## src/rtl/fault_pkg.sv

```systemverilog
package fault_pkg;

	localparam logic [15:0] trig_cycles = 16'd500;    // 10 us at 50 MHz
	localparam int width_bits = 16;                  // echo widths and threshold
	localparam int msg_len = 10;                     // chars in the message
	localparam int msg_idx_bits = $clog2(msg_len);

	localparam logic [width_bits-1:0] threshold_default = 16'd18000;
	localparam logic [width_bits-1:0] char_cycles_default = 16'd500;

	localparam int addr_bits = 4;                    // AXI4-Lite byte address
	localparam int data_bits = 32;
	localparam logic [addr_bits-1:0] reg_threshold_addr = 4'h0;
	localparam logic [addr_bits-1:0] reg_char_cycles_addr = 4'h4;
	localparam logic [addr_bits-1:0] reg_fault_count_addr = 4'h8;   // write clears
	localparam logic [addr_bits-1:0] reg_last_width_addr = 4'hC;    // read only
	localparam logic [1:0] resp_okay = 2'b00;

	typedef enum logic {trigger, listen} ranger_state_t;
	typedef enum logic {idle, send} msg_state_t;

	typedef struct packed {
		logic valid;                     // one cycle per measurement
		logic [width_bits-1:0] width;    // clocks with echo high
	} echo_sample_t;

	typedef struct packed {
		logic red;
		logic green;
		logic blue;
	} rgb_t;

	localparam rgb_t led_off = 3'b000;
	localparam rgb_t led_green = 3'b010;
	localparam rgb_t led_blue = 3'b001;

	typedef struct packed {
		logic [width_bits-1:0] threshold;
		logic [width_bits-1:0] char_cycles;   // clocks per message byte
	} fault_cfg_t;

	typedef struct packed {
		logic [width_bits-1:0] fault_count;
		logic [width_bits-1:0] last_width;
	} fault_status_t;

endpackage

```

## src/rtl/echo_ranger.sv

```systemverilog
`timescale 1ns/1ps

module echo_ranger
	import fault_pkg::*;
(
	input  logic         clk_50M,
	input  logic         reset,
	input  logic         echo,      // from ranger
	output logic         trig,      // to ranger
	output echo_sample_t sample
);

	ranger_state_t         state;
	logic [15:0]           trig_cnt;   // clocks of trigger so far
	logic [width_bits-1:0] echo_cnt;   // clocks with echo high

	always_ff @(posedge clk_50M) begin
		if (reset) begin
			state <= trigger;
			trig <= 1'b1;              // first pulse starts right away
			trig_cnt <= '0;
			echo_cnt <= '0;
			sample <= '0;
		end else begin
			sample.valid <= 1'b0;      // strobe
			case (state)
				trigger: begin
					if (trig_cnt == trig_cycles - 16'd1) begin
						state <= listen;
						trig <= 1'b0;
						trig_cnt <= '0;
					end else begin
						trig_cnt <= trig_cnt + 16'd1;
					end
				end
				listen: begin
					if (echo) begin
						if (echo_cnt != '1)   // hold at max, no timeout
							echo_cnt <= echo_cnt + width_bits'(1);
					end else if (echo_cnt != '0) begin   // falling edge of echo
						sample.valid <= 1'b1;
						sample.width <= echo_cnt;
						echo_cnt <= '0;
						state <= trigger;      // next pulse same cycle as sample
						trig <= 1'b1;
					end
				end
				default: state <= trigger;
			endcase
		end
	end

	a_no_trig_listen: assert property (@(posedge clk_50M) disable iff (reset)
		state == listen |-> !trig)
		else $error("trig high while listening");

endmodule

```

## src/rtl/fault_detector.sv

```systemverilog
`timescale 1ns/1ps

module fault_detector
	import fault_pkg::*;
(
	input  logic          clk_50M,
	input  logic          reset,
	input  echo_sample_t  sample,
	input  fault_cfg_t    cfg,
	input  logic          clear_count,   // from register write
	output rgb_t [2:0]    leds,
	output logic          fault_start,   // kicks msg_sender
	output fault_status_t status
);

	logic [width_bits-1:0] prev_width;   // width of the sample before
	logic                  flag;         // set while inside a faulty box
	logic                  box_edge;

	// short previous echo means an edge of a box
	assign box_edge = sample.valid && prev_width != '0 && prev_width < cfg.threshold;

	always_ff @(posedge clk_50M) begin
		if (reset) begin
			prev_width <= '0;
			flag <= 1'b0;
			leds <= {3{led_off}};
			fault_start <= 1'b0;
			status <= '0;
		end else begin
			fault_start <= 1'b0;
			if (sample.valid) begin
				prev_width <= sample.width;
				status.last_width <= sample.width;
			end
			if (box_edge) begin
				flag <= !flag;
				if (!flag) begin           // start of box
					fault_start <= 1'b1;
					leds <= {3{led_blue}};
				end else begin             // end of box
					leds <= {3{led_green}};
				end
			end
			if (clear_count)
				status.fault_count <= '0;      // clear wins over a new fault
			else if (box_edge && !flag && status.fault_count != '1)
				status.fault_count <= status.fault_count + width_bits'(1);   // saturates
		end
	end

	a_start_pulse: assert property (@(posedge clk_50M) disable iff (reset)
		fault_start |=> !fault_start)
		else $error("fault_start longer than one cycle");

endmodule

```

## src/rtl/msg_sender.sv

```systemverilog
`timescale 1ns/1ps

module msg_sender
	import fault_pkg::*;
(
	input  logic       clk_50M,
	input  logic       reset,
	input  logic       fault_start,
	input  fault_cfg_t cfg,
	output logic [7:0] msg,         // toward serial bridge
	output logic       msg_valid
);

	msg_state_t            state;
	logic [msg_idx_bits-1:0] index;   // current char
	logic [width_bits-1:0] slot_cnt;  // clocks spent on this char
	logic                  slot_done;

	function automatic logic [7:0] rom_byte(input logic [msg_idx_bits-1:0] idx);
		case (idx)
			4'd0: rom_byte = 8'h46;   // F
			4'd1: rom_byte = 8'h49;   // I
			4'd2: rom_byte = 8'h4D;   // M
			4'd3: rom_byte = 8'h2D;   // -
			4'd4: rom_byte = 8'h43;   // C
			4'd5: rom_byte = 8'h53;   // S
			4'd6: rom_byte = 8'h55;   // U
			4'd7: rom_byte = 8'h31;   // 1
			4'd8: rom_byte = 8'h2D;   // -
			default: rom_byte = 8'h23;   // #
		endcase
	endfunction

	// extra bit so a zero slot length acts as one clock
	assign slot_done = ({1'b0, slot_cnt} + 1'b1) >= {1'b0, cfg.char_cycles};

	always_ff @(posedge clk_50M) begin
		if (reset) begin
			state <= idle;
			index <= '0;
			slot_cnt <= '0;
			msg <= 8'h00;
			msg_valid <= 1'b0;
		end else begin
			case (state)
				idle: begin
					if (fault_start) begin   // only way out of idle
						state <= send;
						index <= '0;
						slot_cnt <= '0;
						msg <= rom_byte('0);
						msg_valid <= 1'b1;
					end
				end
				send: begin                  // fault_start ignored here
					if (slot_done) begin
						slot_cnt <= '0;
						if (index == msg_idx_bits'(msg_len - 1)) begin
							state <= idle;
							msg_valid <= 1'b0;
							msg <= 8'h00;
						end else begin
							index <= index + msg_idx_bits'(1);
							msg <= rom_byte(index + msg_idx_bits'(1));
						end
					end else begin
						slot_cnt <= slot_cnt + width_bits'(1);
					end
				end
				default: state <= idle;
			endcase
		end
	end

	a_index_range: assert property (@(posedge clk_50M) disable iff (reset)
		state == send |-> index < msg_idx_bits'(msg_len))
		else $error("message index out of range");

endmodule

```

## src/rtl/fault_regs.sv

```systemverilog
`timescale 1ns/1ps

module fault_regs
	import fault_pkg::*;
(
	input  logic                 clk_50M,
	input  logic                 reset,
	input  logic [addr_bits-1:0] awaddr,
	input  logic                 awvalid,
	output logic                 awready,
	input  logic [data_bits-1:0] wdata,
	input  logic [3:0]           wstrb,
	input  logic                 wvalid,
	output logic                 wready,
	output logic [1:0]           bresp,
	output logic                 bvalid,
	input  logic                 bready,
	input  logic [addr_bits-1:0] araddr,
	input  logic                 arvalid,
	output logic                 arready,
	output logic [data_bits-1:0] rdata,
	output logic [1:0]           rresp,
	output logic                 rvalid,
	input  logic                 rready,
	input  fault_status_t        status,
	output fault_cfg_t           cfg,
	output logic                 clear_count
);

	logic                 wr_go;    // write handshake on this edge
	logic                 rd_go;    // read address handshake
	logic [data_bits-1:0] rd_mux;

	assign wr_go = awready && awvalid && wready && wvalid;
	assign rd_go = arready && arvalid;
	assign bresp = resp_okay;   // never errors
	assign rresp = resp_okay;

	// 16-bit regs only see lanes 0 and 1
	function automatic logic [15:0] merge_lanes(input logic [15:0] old,
		input logic [15:0] data, input logic [1:0] strb);
		merge_lanes = old;
		if (strb[0])
			merge_lanes[7:0] = data[7:0];
		if (strb[1])
			merge_lanes[15:8] = data[15:8];
	endfunction

	always_comb begin
		case (araddr)
			reg_threshold_addr:   rd_mux = {16'd0, cfg.threshold};
			reg_char_cycles_addr: rd_mux = {16'd0, cfg.char_cycles};
			reg_fault_count_addr: rd_mux = {16'd0, status.fault_count};
			reg_last_width_addr:  rd_mux = {16'd0, status.last_width};
			default:              rd_mux = '0;   // unknown, zero data
		endcase
	end

	always_ff @(posedge clk_50M) begin   // write path
		if (reset) begin
			awready <= 1'b0;
			wready <= 1'b0;
			bvalid <= 1'b0;
			clear_count <= 1'b0;
			cfg.threshold <= threshold_default;
			cfg.char_cycles <= char_cycles_default;
		end else begin
			clear_count <= 1'b0;
			if (bvalid && bready)
				bvalid <= 1'b0;
			if (wr_go) begin
				awready <= 1'b0;
				wready <= 1'b0;
				bvalid <= 1'b1;            // held until bready
				case (awaddr)
					reg_threshold_addr:
						cfg.threshold <= merge_lanes(cfg.threshold, wdata[15:0], wstrb[1:0]);
					reg_char_cycles_addr:
						cfg.char_cycles <= merge_lanes(cfg.char_cycles, wdata[15:0], wstrb[1:0]);
					reg_fault_count_addr: clear_count <= 1'b1;
					default: ;                 // last_width and unknown ignored
				endcase
			end else if (awvalid && wvalid && !awready && !bvalid) begin
				awready <= 1'b1;            // both channels together
				wready <= 1'b1;
			end
		end
	end

	always_ff @(posedge clk_50M) begin   // read control
		if (reset) begin
			arready <= 1'b0;
			rvalid <= 1'b0;
		end else begin
			if (rvalid && rready)
				rvalid <= 1'b0;
			if (rd_go) begin
				arready <= 1'b0;
				rvalid <= 1'b1;
			end else if (arvalid && !arready && !rvalid) begin
				arready <= 1'b1;
			end
		end
	end

	always_ff @(posedge clk_50M) begin
		if (rd_go)
			rdata <= rd_mux;   // captured at address handshake
	end

	a_bvalid_hold: assert property (@(posedge clk_50M) disable iff (reset)
		bvalid && !bready |=> bvalid)
		else $error("bvalid dropped before bready");

	a_rvalid_hold: assert property (@(posedge clk_50M) disable iff (reset)
		rvalid && !rready |=> rvalid && $stable(rdata))
		else $error("rvalid or rdata changed before rready");

endmodule

```

## src/rtl/fault_monitor_top.sv

```systemverilog
`timescale 1ns/1ps

module fault_monitor_top
	import fault_pkg::*;
(
	input  logic                 clk_50M,
	input  logic                 reset,
	input  logic                 echo,
	output logic                 trig,
	output rgb_t [2:0]           leds,
	output logic [7:0]           msg,
	output logic                 msg_valid,
	input  logic [addr_bits-1:0] awaddr,
	input  logic                 awvalid,
	output logic                 awready,
	input  logic [data_bits-1:0] wdata,
	input  logic [3:0]           wstrb,
	input  logic                 wvalid,
	output logic                 wready,
	output logic [1:0]           bresp,
	output logic                 bvalid,
	input  logic                 bready,
	input  logic [addr_bits-1:0] araddr,
	input  logic                 arvalid,
	output logic                 arready,
	output logic [data_bits-1:0] rdata,
	output logic [1:0]           rresp,
	output logic                 rvalid,
	input  logic                 rready
);

	echo_sample_t  sample;        // ranger to detector
	logic          fault_start;   // detector to sender
	logic          clear_count;   // regs to detector
	fault_cfg_t    cfg;
	fault_status_t status;

	echo_ranger ranger0 (.clk_50M, .reset, .echo, .trig, .sample);

	fault_detector detector0 (.clk_50M, .reset, .sample, .cfg, .clear_count,
		.leds, .fault_start, .status);

	msg_sender sender0 (.clk_50M, .reset, .fault_start, .cfg, .msg, .msg_valid);

	fault_regs regs0 (.clk_50M, .reset, .awaddr, .awvalid, .awready, .wdata, .wstrb,
		.wvalid, .wready, .bresp, .bvalid, .bready, .araddr, .arvalid, .arready,
		.rdata, .rresp, .rvalid, .rready, .status, .cfg, .clear_count);

endmodule

```

## config.mk

```make
export PLATFORM = sky130hd
export DESIGN_NAME = fault_monitor_top
export DESIGN_NICKNAME = d
export VERILOG_FILES = /design/src/rtl/fault_pkg.sv /design/src/rtl/echo_ranger.sv /design/src/rtl/fault_detector.sv /design/src/rtl/msg_sender.sv /design/src/rtl/fault_regs.sv /design/src/rtl/fault_monitor_top.sv
export SDC_FILE = /design/constraint.sdc
export NUM_CORES = 1
export LEC_CHECK = 0
export BUFFER_PORTS_ARGS = -buffer_cell sky130_fd_sc_hd__buf_4
export CAP_MARGIN = 0
export CORE_MARGIN = 2
export CORE_UTILIZATION = 35
export CTS_BUF_LIST = sky130_fd_sc_hd__clkbuf_4 sky130_fd_sc_hd__clkbuf_8
export DETAILED_ROUTE_END_ITERATION = 10
export PLACE_DENSITY = 0.53
export SYNTH_ARGS = -nofsm -noshare
export SYNTH_HDL_FRONTEND = slang
export SYNTH_SLANG_ARGS = --single-unit
```

## constraint.sdc

```tcl
create_clock -name clk_50M -period 4.8 [get_ports clk_50M]
set_input_delay 0.48 -clock clk_50M [delete_from_list [all_inputs] [get_ports clk_50M]]
set_output_delay 0.48 -clock clk_50M [all_outputs]
set_load 0.005 [all_outputs]
```

==> run summary, run 1 <==
Status -> completed
Post-synthesis sequential area ratio -> 41.6%
Port bufs -> 69
DR WL/cell -> 15.0 µm
Netlist cell types -> 62
Die height -> 159 µm
Clock buffer depth -> 2
Final net count -> 1100
Post-CTS setup buffer count -> 0
Cells along the critical path -> ha_1 -> nand2_1 -> nor4_2 -> nand4_1 -> and2_1 -> or2_2 -> ha_1 -> nand4_1 -> nor2_1 -> a221o_1 -> nor3_2 -> buf_4 -> nand2_1 -> o21ai_0
Clock slew at reported path FFs -> 100 ps
Crit path time final -> 3820 ps
Ys async rst share -> 0%
FF+latch count, synth -> 168
Final ANT Viol Nets -> 0
Area Growth Syn to Fin -> 13.0%
CP Capture Type -> flip-flop
Initial Utilization -> 35.8%
Slew Limit Fails -> 0
NetSw -> 637 µW
Final Cycle Share -> 79.6%
Setup TNS -> 0 ps
Fin. Hold Viols -> 0
CTS tree -> done
Antenna violations before repair -> 2
Clock Sinks -> 168
VDD IR max -> 0.132 mV
Fmax achieved -> 0.262 GHz
Hpwl dp -> 14700 µm
CP arrival -> 4220 ps
Routed wire length -> 20100 µm
Worst-Margin Slew -> 1130 ps
Slowest Stage Delay on Critical Path -> 550 ps
Syn avg cell area -> 8.85 µm²
Combinational cell fraction of total power -> 4.1%
Final Wtd Congestion -> 0.824
Length of the first detailed-routing pass in iterations -> 4
DRT iter0 DRCs -> 414
Top_reg_cell synth -> dfxtp_1
Mapped Cells -> 956
Sw frac -> 24.2%
Mapped Area -> 8460 µm²
Area contributors post-synth -> dfxtp_1, mux2i_1, ha_1
Power per Cell Area -> 276 nW/µm²
Clock Skews -> 18.6 ps
Largest net degree at the start of global routing -> 88
Synth Warn # -> 0
Core outline area -> 23600 µm²
DRC viols -> 0
Int Pwr -> 2000 µW
FP Rows -> 56
Grt ovf -> 0
I/O Pins -> 112
Die area -> 25400 µm²
EDFF count, synth -> 16
CTS Buf Count -> 17
Total number of vias -> 6653
Crit-path max FO -> 11
CTS resizes -> 0
Util after Layout -> 40.5%
Worst setup SP type -> flip-flop
First-pass GRT wire length -> 33000 µm
Max_slew headroom -> 24.3%
Setup CP Type -> reg2reg
Synth area leader -> dfxtp_1
Hold-fix buffers, CTS -> 0
Final setup vio count -> 0
Top-area cell type share of the netlist area -> 36.0%
Slowest CP cell -> nor3_2
Clk pwr share -> 41.5%
Leakage -> 0.00379 µW
Worst endpoint required time -> 5200 ps
H-Tree Level Count -> 4
Sequential Power Share -> 54.4%
Max cap viols -> 0
Total track usage -> 16.0%
Clock latency at the later pin of the worst-skew pair -> 450 ps
DR vias/cell -> 4.98
RSZ-0062 raised after global routing -> false
Die X -> 159 µm
Vias in the first global route -> 6297
Share of cells above drive strength 1 -> 12.5%
HP Class -> in2reg
Clk root buf -> clkbuf_8
[cell usage in the layout, fill, tap and decap left out, drive strengths merged, types with 24 or more instances in the layout]
cell,n
dfxtp,152
nor2,125
nand2,77
buf,75
mux2i,68
inv,56
a21oi,44
ha,44
nand3,34
a22oi,32
nand4,26
o21ai,26
xnor2,25
conb,24
[sequential cells by signal (all words and copies together) (netlist names), 4 cells and up]
signal and flops:
ranger0.echo_cnt 16, ranger0.sample 17, sender0.msg 7, sender0.index 4, ranger0.trig_cnt 16, detector0.status 32, regs0.rdata 16, regs0.cfg 32
sender0.slot_cnt 16
[cell usage after synthesis (16+ instances only)]
cell / instances
mux2i_1: 68
nand4_1: 26
clkbuf_1: 29
edfxtp_1: 16
nand2_1: 77
nor2_1: 125
nand3_1: 34
ha_1: 44
buf_4: 31
nor3_1: 21
dfxtp_1: 152
inv_1: 49
a22oi_1: 32
xnor2_1: 25
a21oi_1: 44
o21ai_0: 24
[layout make-up]
class | instances | area (µm²)
fill | 2443 | 14100
multi-input combinational | 692 | 4460
sequential | 168 | 3520
timing repair buffer | 75 | 563
tap | 319 | 399
clock buffer | 17 | 234
clock inverter | 15 | 190
inverter | 50 | 188
antenna | 1 | 2.50
[power by group through the flow]
stage          combinational, µW  clock (µW)  sequential [µW]
2_1_floorplan               64.8           0             1470
3_3_place_gp                 108           0             1470
3_5_place_dp                 108           0             1470
4_1_cts                      109        1130             1430
5_1_grt                      119        1180             1440
6_report                     107        1090             1430
[cell families (layout without fill, tap and decap cells)]
logic type	after synthesis	after routing	synth area share [%]
muxes	68	68	8.04
AOI/OAI and AO/OA	154	154	12.3
xor gates and xnor gates	39	39	4.04
adders and majority gates	44	44	6.51
DFF	168	168	41.6
and+or+nand+nor	363	363	20.6
other	1	25	0.0443
buffers and inverters	119	157	6.82
[critical path, delay by kind of cell, from the launching register on]
| family | cells | cell delay (ps) |
|---|---|---|
| simple gates | 9 | 1910 |
| fa+ha+maj | 2 | 590 |
| buf+inv | 1 | 300 |
| compound gates | 2 | 500 |
| flops | 1 | 460 |
[stage by stage]
step           hold slack, ps  setup WS (ps)  total power [µW]  cells  cell area, µm²
2_1_floorplan             442           1450              1530    979            8550
3_3_place_gp              449           1020              1580   1304            9130
3_5_place_dp              461           1020              1580   1304            9130
4_1_cts                   222            985              2670   1336            9560
5_1_grt                   226            748              2740   1336            9560
6_report                  251            979              2630   1337            9560
[worst paths after layout]
path / from / to / slack [ps] / cells after the start
min: wdata[2] / regs0.cfg[2] / 250 / 3
max reg2reg: sender0.slot_cnt[0] / sender0.slot_cnt[0] / 980 / 14
min reg2reg: ranger0.trig / ranger0.trig / 470 / 2
max: sender0.slot_cnt[0] / sender0.slot_cnt[0] / 980 / 14
[layer usage]
| metal | vias up | share of wire [%] | wire, µm | GRT usage (%) |
|---|---|---|---|---|
| li1 | 3429 | - | - | - |
| met1 | 3088 | 49 | 9920 | 21.7 |
| met2 | 122 | 45 | 9100 | 25.5 |
| met3 | 12 | 4.7 | 943 | 4.06 |
| met4 | 2 | 0.67 | 134 | 3.60 |
| met5 | - | 0.065 | 13 | 0 |
(Power assumes the default switching activity.)
==> run 2, diff against run 1 <==
Settings changed: PLACE_DENSITY 0.53 to 0.55.
Clock period 4.8 ns to 3.3 ns, I/O delays scaled along.
==> run 2 against run 1 <==
  * Maximum frequency grew 18%
  * Hold slack worse by 160 ps
  * Worst setup slack lost 920 ps
  * Critical path type unchanged
  * Combinational power rose by 50%
  * Routed wire length grew 1.8%
  * Largest power group unchanged
  * Global-route usage rose by 0.24 points
==> run summary, run 2 (synthesis results as in run 1) <==
Slowest Stage Delay on Critical Path -> 570 ps (+20 ps)
Top cell family by delay on the critical path -> simple AND/OR/NAND/NOR gates
RSZ-0062 raised after global routing -> true
Die X -> 159 µm (unchanged)
H-Tree Level Count -> 4 (unchanged)
Setup CP Type -> reg2reg
VDD IR max -> 0.213 mV (+62%)
Setup TNS -> 0 ps (unchanged)
Hpwl dp -> 14900 µm (+1.9%)
Antenna violations before repair -> 1 (-1)
Leakage -> 0.00400 µW (+5.4%)
Clock buffer depth -> 2 (unchanged)
DRT iter0 DRCs -> 371 (-10%)
Clock slew at reported path FFs -> 100 ps (about the same)
CTS tree -> done
Crit path time final -> 3240 ps (-577 ps)
Final ANT Viol Nets -> 0 (unchanged)
FF/Latch Area -> 3540 µm² (+0.36%)
Fmax achieved -> 0.308 GHz (+18%)
CP arrival -> 3590 ps (-630 ps)
Max cap viols -> 0 (unchanged)
Most frequent cells in the layout -> dfxtp_1, nor2_1, buf_4
Worst endpoint required time -> 3650 ps (-1550 ps)
Most common cell after layout, fill and taps aside -> dfxtp_1
Final Cycle Share -> 98.3% (+19 points)
HP Class -> in2reg
Total track usage -> 16.2% (+0.24 points)
Die area -> 25400 µm² (unchanged)
Slew Limit Fails -> 0 (unchanged)
Clock latency at the later pin of the worst-skew pair -> 470 ps (+20 ps)
Status -> completed
Largest net degree at the start of global routing -> 33 (-63%)
Worst setup SP type -> flip-flop
FP Rows -> 56 (unchanged)
Final Wtd Congestion -> 0.795 (-3.6%)
DR WL/cell -> 15.0 µm (-0.48%)
Vias in the first global route -> 6574 (+4.4%)
Total number of vias -> 6803 (+2.3%)
Share of cells above drive strength 1 -> 17.3% (+4.9 points)
Worst path bufs/invs -> 1 (unchanged)
Largest registers -> detector0.status x32, regs0.cfg x32, ranger0.sample x17
Power per Cell Area -> 388 nW/µm² (+41%)
Slowest CP cell -> or4_4
Post-place setup slack -> -73.3 ps (-1100 ps)
Initial Utilization -> 35.8% (unchanged)
Multi-input logic area -> 4610 µm² (+3.3%)
Hold-fix buffers, CTS -> 0 (unchanged)
Die height -> 159 µm (unchanged)
CP Capture Type -> flip-flop
CTS Buf Count -> 17 (unchanged)
Cells along the critical path -> nand3_2 -> or4_4 -> and2_4 -> or2_2 -> ha_4 -> nand3_2 -> nor2_2 -> a221o_1 -> o31ai_4 -> buf_4 -> mux2i_1 -> a21oi_1
Clock Skews -> 15.2 ps (-3.34 ps)
Area Growth Syn to Fin -> 17.8%
DR vias/cell -> 4.97 (about the same)
Final net count -> 1132 (+2.9%)
Worst-Margin Slew -> 856 ps (-276 ps)
I/O Pins -> 112 (unchanged)
Port bufs -> 69 (unchanged)
Fill cells -> 2387 (-2.3%)
Crit-path max FO -> 5 (-6)
Length of the first detailed-routing pass in iterations -> 4 (unchanged)
First-pass GRT wire length -> 33600 µm (+1.9%)
CP dominant cell by count -> nand3_2
Antenna diode count -> 0 (-1)
Grt ovf -> 0 (unchanged)
Core outline area -> 23600 µm² (unchanged)
Fin. Hold Viols -> 0 (unchanged)
Routed wire length -> 20500 µm (+1.8%)
DRC viols -> 0 (unchanged)
Clock Sinks -> 168 (unchanged)
Post-route setup slack -> 56.5 ps (-923 ps)
Clk root buf -> clkbuf_8
Final setup vio count -> 0 (unchanged)
Final cell count without fillers -> 1368 (+2.3%)
Max_slew headroom -> 43.0% (+19 points)
Placed cell count -> 1333 (+2.2%)
-- run 2: final timing paths --
path                        to  slack, ps                start  cells after the start
max reg2reg     sender0.msg[6]         60  sender0.slot_cnt[1]                     12
max             sender0.msg[6]         60  sender0.slot_cnt[1]                     12
min               regs0.cfg[2]         90             wdata[2]                      3
min reg2reg  sender0.msg_valid        470    sender0.msg_valid                      2
-- run 2: what timing repair did --
action / in CTS / in global routing
resized for setup: 3 / 27
pin swaps: 1 / 14
endpoints found under the hold margin: 0 / 0
setup buffers: 1 / 2
setup endpoints to repair: 12 / 29
-- run 2: worst min-delay path, stage by stage --
cell,delay (ps)
buf_4,90
mux2i_1,60
nand2_1,60
-- run 2: layer usage --
metal  global-route usage, %  part of all wire (%)  vias up
li1                        -                     -     3498
met2                    26.2                    46      125
met5                       0                 0.039        -
met3                    3.57                   5.4       27
met1                    21.9                    47     3151
met4                    4.55                   1.4        2
-- run 2: cell type report --
type	instances	area share [%]
repair buffers	107	8.06
multi-input cells	692	46.2
clock inverters	10	1.42
flip-flops and latches	168	35.5
inverters	50	1.88
well taps	319	4.01
clock buffers	22	2.91
-- run 2: where the power goes --
| part | internal (µW) | total (µW) | leakage, µW | switching, µW |
|---|---|---|---|---|
| sequential | 2070 | 2080 | 0.00138 | 12.7 |
| clock | 830 | 1620 | 0.000217 | 794 |
| combinational | 66.7 | 160 | 0.00240 | 92.9 |
-- run 2: through the flow --
step           util [%]  hold WS (ps)  instance area, µm²  power [µW]
2_1_floorplan         -           442                8560        2230
3_3_place_gp       39.7           447                9370        2290
3_5_place_dp       39.7           455                9370        2290
4_1_cts            41.6          44.6                9830        3920
5_1_grt            42.2          78.6                9960        4000
6_report           42.2          86.9                9960        3870
==> run 3, diff against run 2 <==
Settings changed: PLACE_DENSITY 0.55 to 0.54, SYNTH_HIERARCHICAL set to 1.
==> run 3 against run 2 <==
  * Register-to-register slack gained 100 ps
  * Core utilization shrank 1.8 points
  * Critical path depth is 1 higher
  * Synthesized cell count rose by 8.2%
  * Clock power is 15% lower
  * Clock-buffer cell count down 4
  * Hold slack gained 39 ps
  * Clock skew up 11 ps
  * Die area grew 9.7%
  * Critical path type unchanged
==> run summary, run 3 <==
Slew Limit Fails -> 0 (unchanged)
Max reg flops -> 32
Clock slew at reported path FFs -> 110 ps (about the same)
Syn avg cell area -> 9.00 µm² (+1.6%)
FF+latch count, synth -> 168 (unchanged)
CTS Buf Count -> 17 (unchanged)
EDFF count, synth -> 16 (unchanged)
Largest registers -> regs0/cfg x32, ranger0/sample x17
Final net count -> 1192 (+5.3%)
Initial Utilization -> 35.7% (-0.14 points)
Fmax achieved -> 0.318 GHz (+3.2%)
Vias in the first global route -> 6975 (+6.1%)
Worst setup SP type -> flip-flop
CP arrival -> 3460 ps (-130 ps)
Most common cell after layout, fill and taps aside -> dfxtp_1
Die X -> 167 µm (+4.7%)
Cells along the critical path -> buf_6 -> and3_4 -> nand4_1 -> nor2_1 -> xnor2_1 -> ha_1 -> nand3_2 -> or3_4 -> or4_4 -> nand4_4 -> buf_6 -> o211ai_1 -> mux2i_1
First-pass GRT wire length -> 37600 µm (+12%)
Fin. Hold Viols -> 0 (unchanged)
Max cap viols -> 0 (unchanged)
Ys async rst share -> 0% (unchanged)
Total number of vias -> 7409 (+8.9%)
Total track usage -> 16.5% (+0.28 points)
Clock buffer depth -> 2 (unchanged)
Clk root buf -> clkbuf_8
Port bufs -> 69 (unchanged)
Mapped Area -> 9300 µm² (+9.9%)
Largest family of logic cells by synthesized area -> simple AND/OR/NAND/NOR gates
Post-Synth Adder-Cell Area -> 5.92% (-0.59 points)
Clock latency at the later pin of the worst-skew pair -> 460 ps (about the same)
Clock Skews -> 26.1 ps (+10.9 ps)
Synth area leader -> dfxtp_1
Max_slew headroom -> 31.6% (-11 points)
Antenna diode count -> 0 (unchanged)
WHS -> 126 ps (+39.0 ps)
DR WL/cell -> 16.1 µm (+7.4%)
Worst endpoint required time -> 3620 ps (-30 ps)
Count leader, synth -> dfxtp_1
FP Rows -> 59 (+5.4%)
Area Growth Syn to Fin -> 13.1%
Status -> completed
Grt ovf -> 0 (unchanged)
Post-Synth Simple-Gate Area -> 24.0% (+3.4 points)
Synth Warn # -> 6 (+6)
Worst-Margin Slew -> 1030 ps (+170 ps)
Top-area cell type share of the netlist area -> 32.7% (-3.3 points)
DRC viols -> 0 (unchanged)
CTS tree -> done
Cell area after layout -> 10500 µm² (+5.6%)
Hpwl dp -> 16900 µm (+13%)
Die area -> 27900 µm² (+9.7%)
Post-synthesis xor/xnor area fraction -> 3.20% (-0.84 points)
DRT iter0 DRCs -> 486 (+31%)
VDD IR max -> 0.201 mV (-5.9%)
Routed wire length -> 23200 µm (+13%)
Most frequent cells in the layout -> dfxtp_1, nor2_1, buf_4
DR vias/cell -> 5.13 (+3.2%)
Area contributors post-synth -> dfxtp_1, mux2i_1, ha_1
Crit-path max FO -> 7 (+2)
Clock Sinks -> 168 (unchanged)
Final cell count without fillers -> 1444 (+5.6%)
Largest net degree at the start of global routing -> 54 (+64%)
Share of cells above drive strength 1 -> 16.4% (-0.94 points)
Post-synthesis compound-gate area fraction -> 11.6% (-0.68 points)
Reg2reg path depth -> 13 (+1)
Die height -> 167 µm (+4.7%)
Biggest register -> regs0/cfg
HP Class -> in2reg
Final setup vio count -> 0 (unchanged)
Leakage -> 0.00420 µW (+5.1%)
Crit path time final -> 3140 ps (-101 ps)
H-Tree Level Count -> 4 (unchanged)
Slowest CP cell -> or4_4
Placed cell count -> 1409 (+5.7%)
Antenna violations before repair -> 0 (-1)
Setup CP Type -> reg2reg
Setup slack, reg-to-reg -> 160 ps (+100 ps)
CP Capture Type -> flip-flop
Post-synth top cells -> dfxtp_1, nor2_1, mux2i_1
Final Wtd Congestion -> 0.833 (+4.8%)
Mapped Cells -> 1034 (+8.2%)
Mux share of post-synthesis cell area -> 9.71% (+1.7 points)
Core outline area -> 26100 µm² (+10%)
Length of the first detailed-routing pass in iterations -> 7 (+3)
Final ANT Viol Nets -> 0 (unchanged)
Netlist cell types -> 78 (+26%)
Slowest Stage Delay on Critical Path -> 440 ps (-130 ps)
Final Cycle Share -> 95.2% (-3.0 points)
I/O Pins -> 112 (unchanged)
Power per Cell Area -> 346 nW/µm² (-11%)
Min-Delay Path Depth -> 3 (unchanged)
Placed inst area -> 10100 µm² (+7.6%)
CP dominant cell by count -> buf_6
Post-synthesis sequential area ratio -> 37.9% (-3.8 points)
RSZ-0062 raised after global routing -> false
Top_reg_cell synth -> dfxtp_1
[run 3: changes by cell type after synthesis, sizes merged, moves of 9 or more]
| cell | previous run | this run |
|---|---|---|
| a221o | 1 | 17 |
| a21o | 1 | 12 |
| nand2b | 6 | 45 |
| buf | 40 | 57 |
| o21a | 4 | 13 |
| mux2i | 68 | 88 |
| a32o | 10 | 0 |
| a22oi | 32 | 1 |
| a21oi | 44 | 35 |
| nand2 | 77 | 52 |
| and3 | 6 | 26 |
[run 3: cells by family after synthesis]
group           after synthesis
flops                       168
mux                          90
other cells                   3
xor+xnor                     34
simple gates                414
fa+ha+maj                    44
compound gates              144
buf+inv                     137
[run 3: per-stage QoR]
step	util [%]	setup WS [ps]	setup TNS, ps	power [µW]
finish	40.4	157	0	3640
global route	40.4	5.43	0	3810
CTS	40.1	1.07	0	3700
detailed placement	38.7	-26.6	-60.1	2310
global placement	38.7	-0.161	-0.161	2300
floorplan	-	74.4	0	2250
[run 3: final timing paths]
| check | from | to |
|---|---|---|
| max | sender0/slot_cnt[0] | sender0/index[1] |
| min | arvalid | regs0/arready |
| max reg2reg | sender0/slot_cnt[0] | sender0/index[1] |
| min reg2reg | ranger0/trig | ranger0/trig |
[run 3: routing by layer]
layer	track usage [%]	routed length, µm
met3	2.78	739
met5	0	0
met2	25.4	10400
met1	24.0	11800
met4	4.09	282
[run 3: worst max-delay path: cells and delay by family (launching register included)]
family / cells / cell delay, ps
fa+ha+maj: 1 / 330
mux: 1 / 180
buf+inv: 2 / 240
compound gates: 1 / 210
xor+xnor: 1 / 110
flops: 1 / 350
simple gates: 7 / 1590
[run 3: area by class of cell]
type	instances	area (µm²)
Timing Repair Buffer	106	803
Sequential cell	168	3530
Clock buffer	18	241
Tap cell	335	419
Multi-Input combinational cell	750	5210
Clock inverter	14	114
Fill cell	2676	15500
Inverter	53	199
[run 3: power breakdown]
part / internal, µW / total, µW / leakage [µW] / switching (µW)
sequential: 2070 / 2080 / 0.00138 / 7.92
clock: 549 / 1380 / 0.000182 / 829
combinational: 74.8 / 179 / 0.00264 / 104
[run 3: what timing repair did]
action | in CTS | in global routing
gates resized for setup | 3 | 11
pin swaps | 1 | 8
setup endpoints to repair | 8 | 28
buffers inserted | 1 | 2
hold buffers | 0 | 0
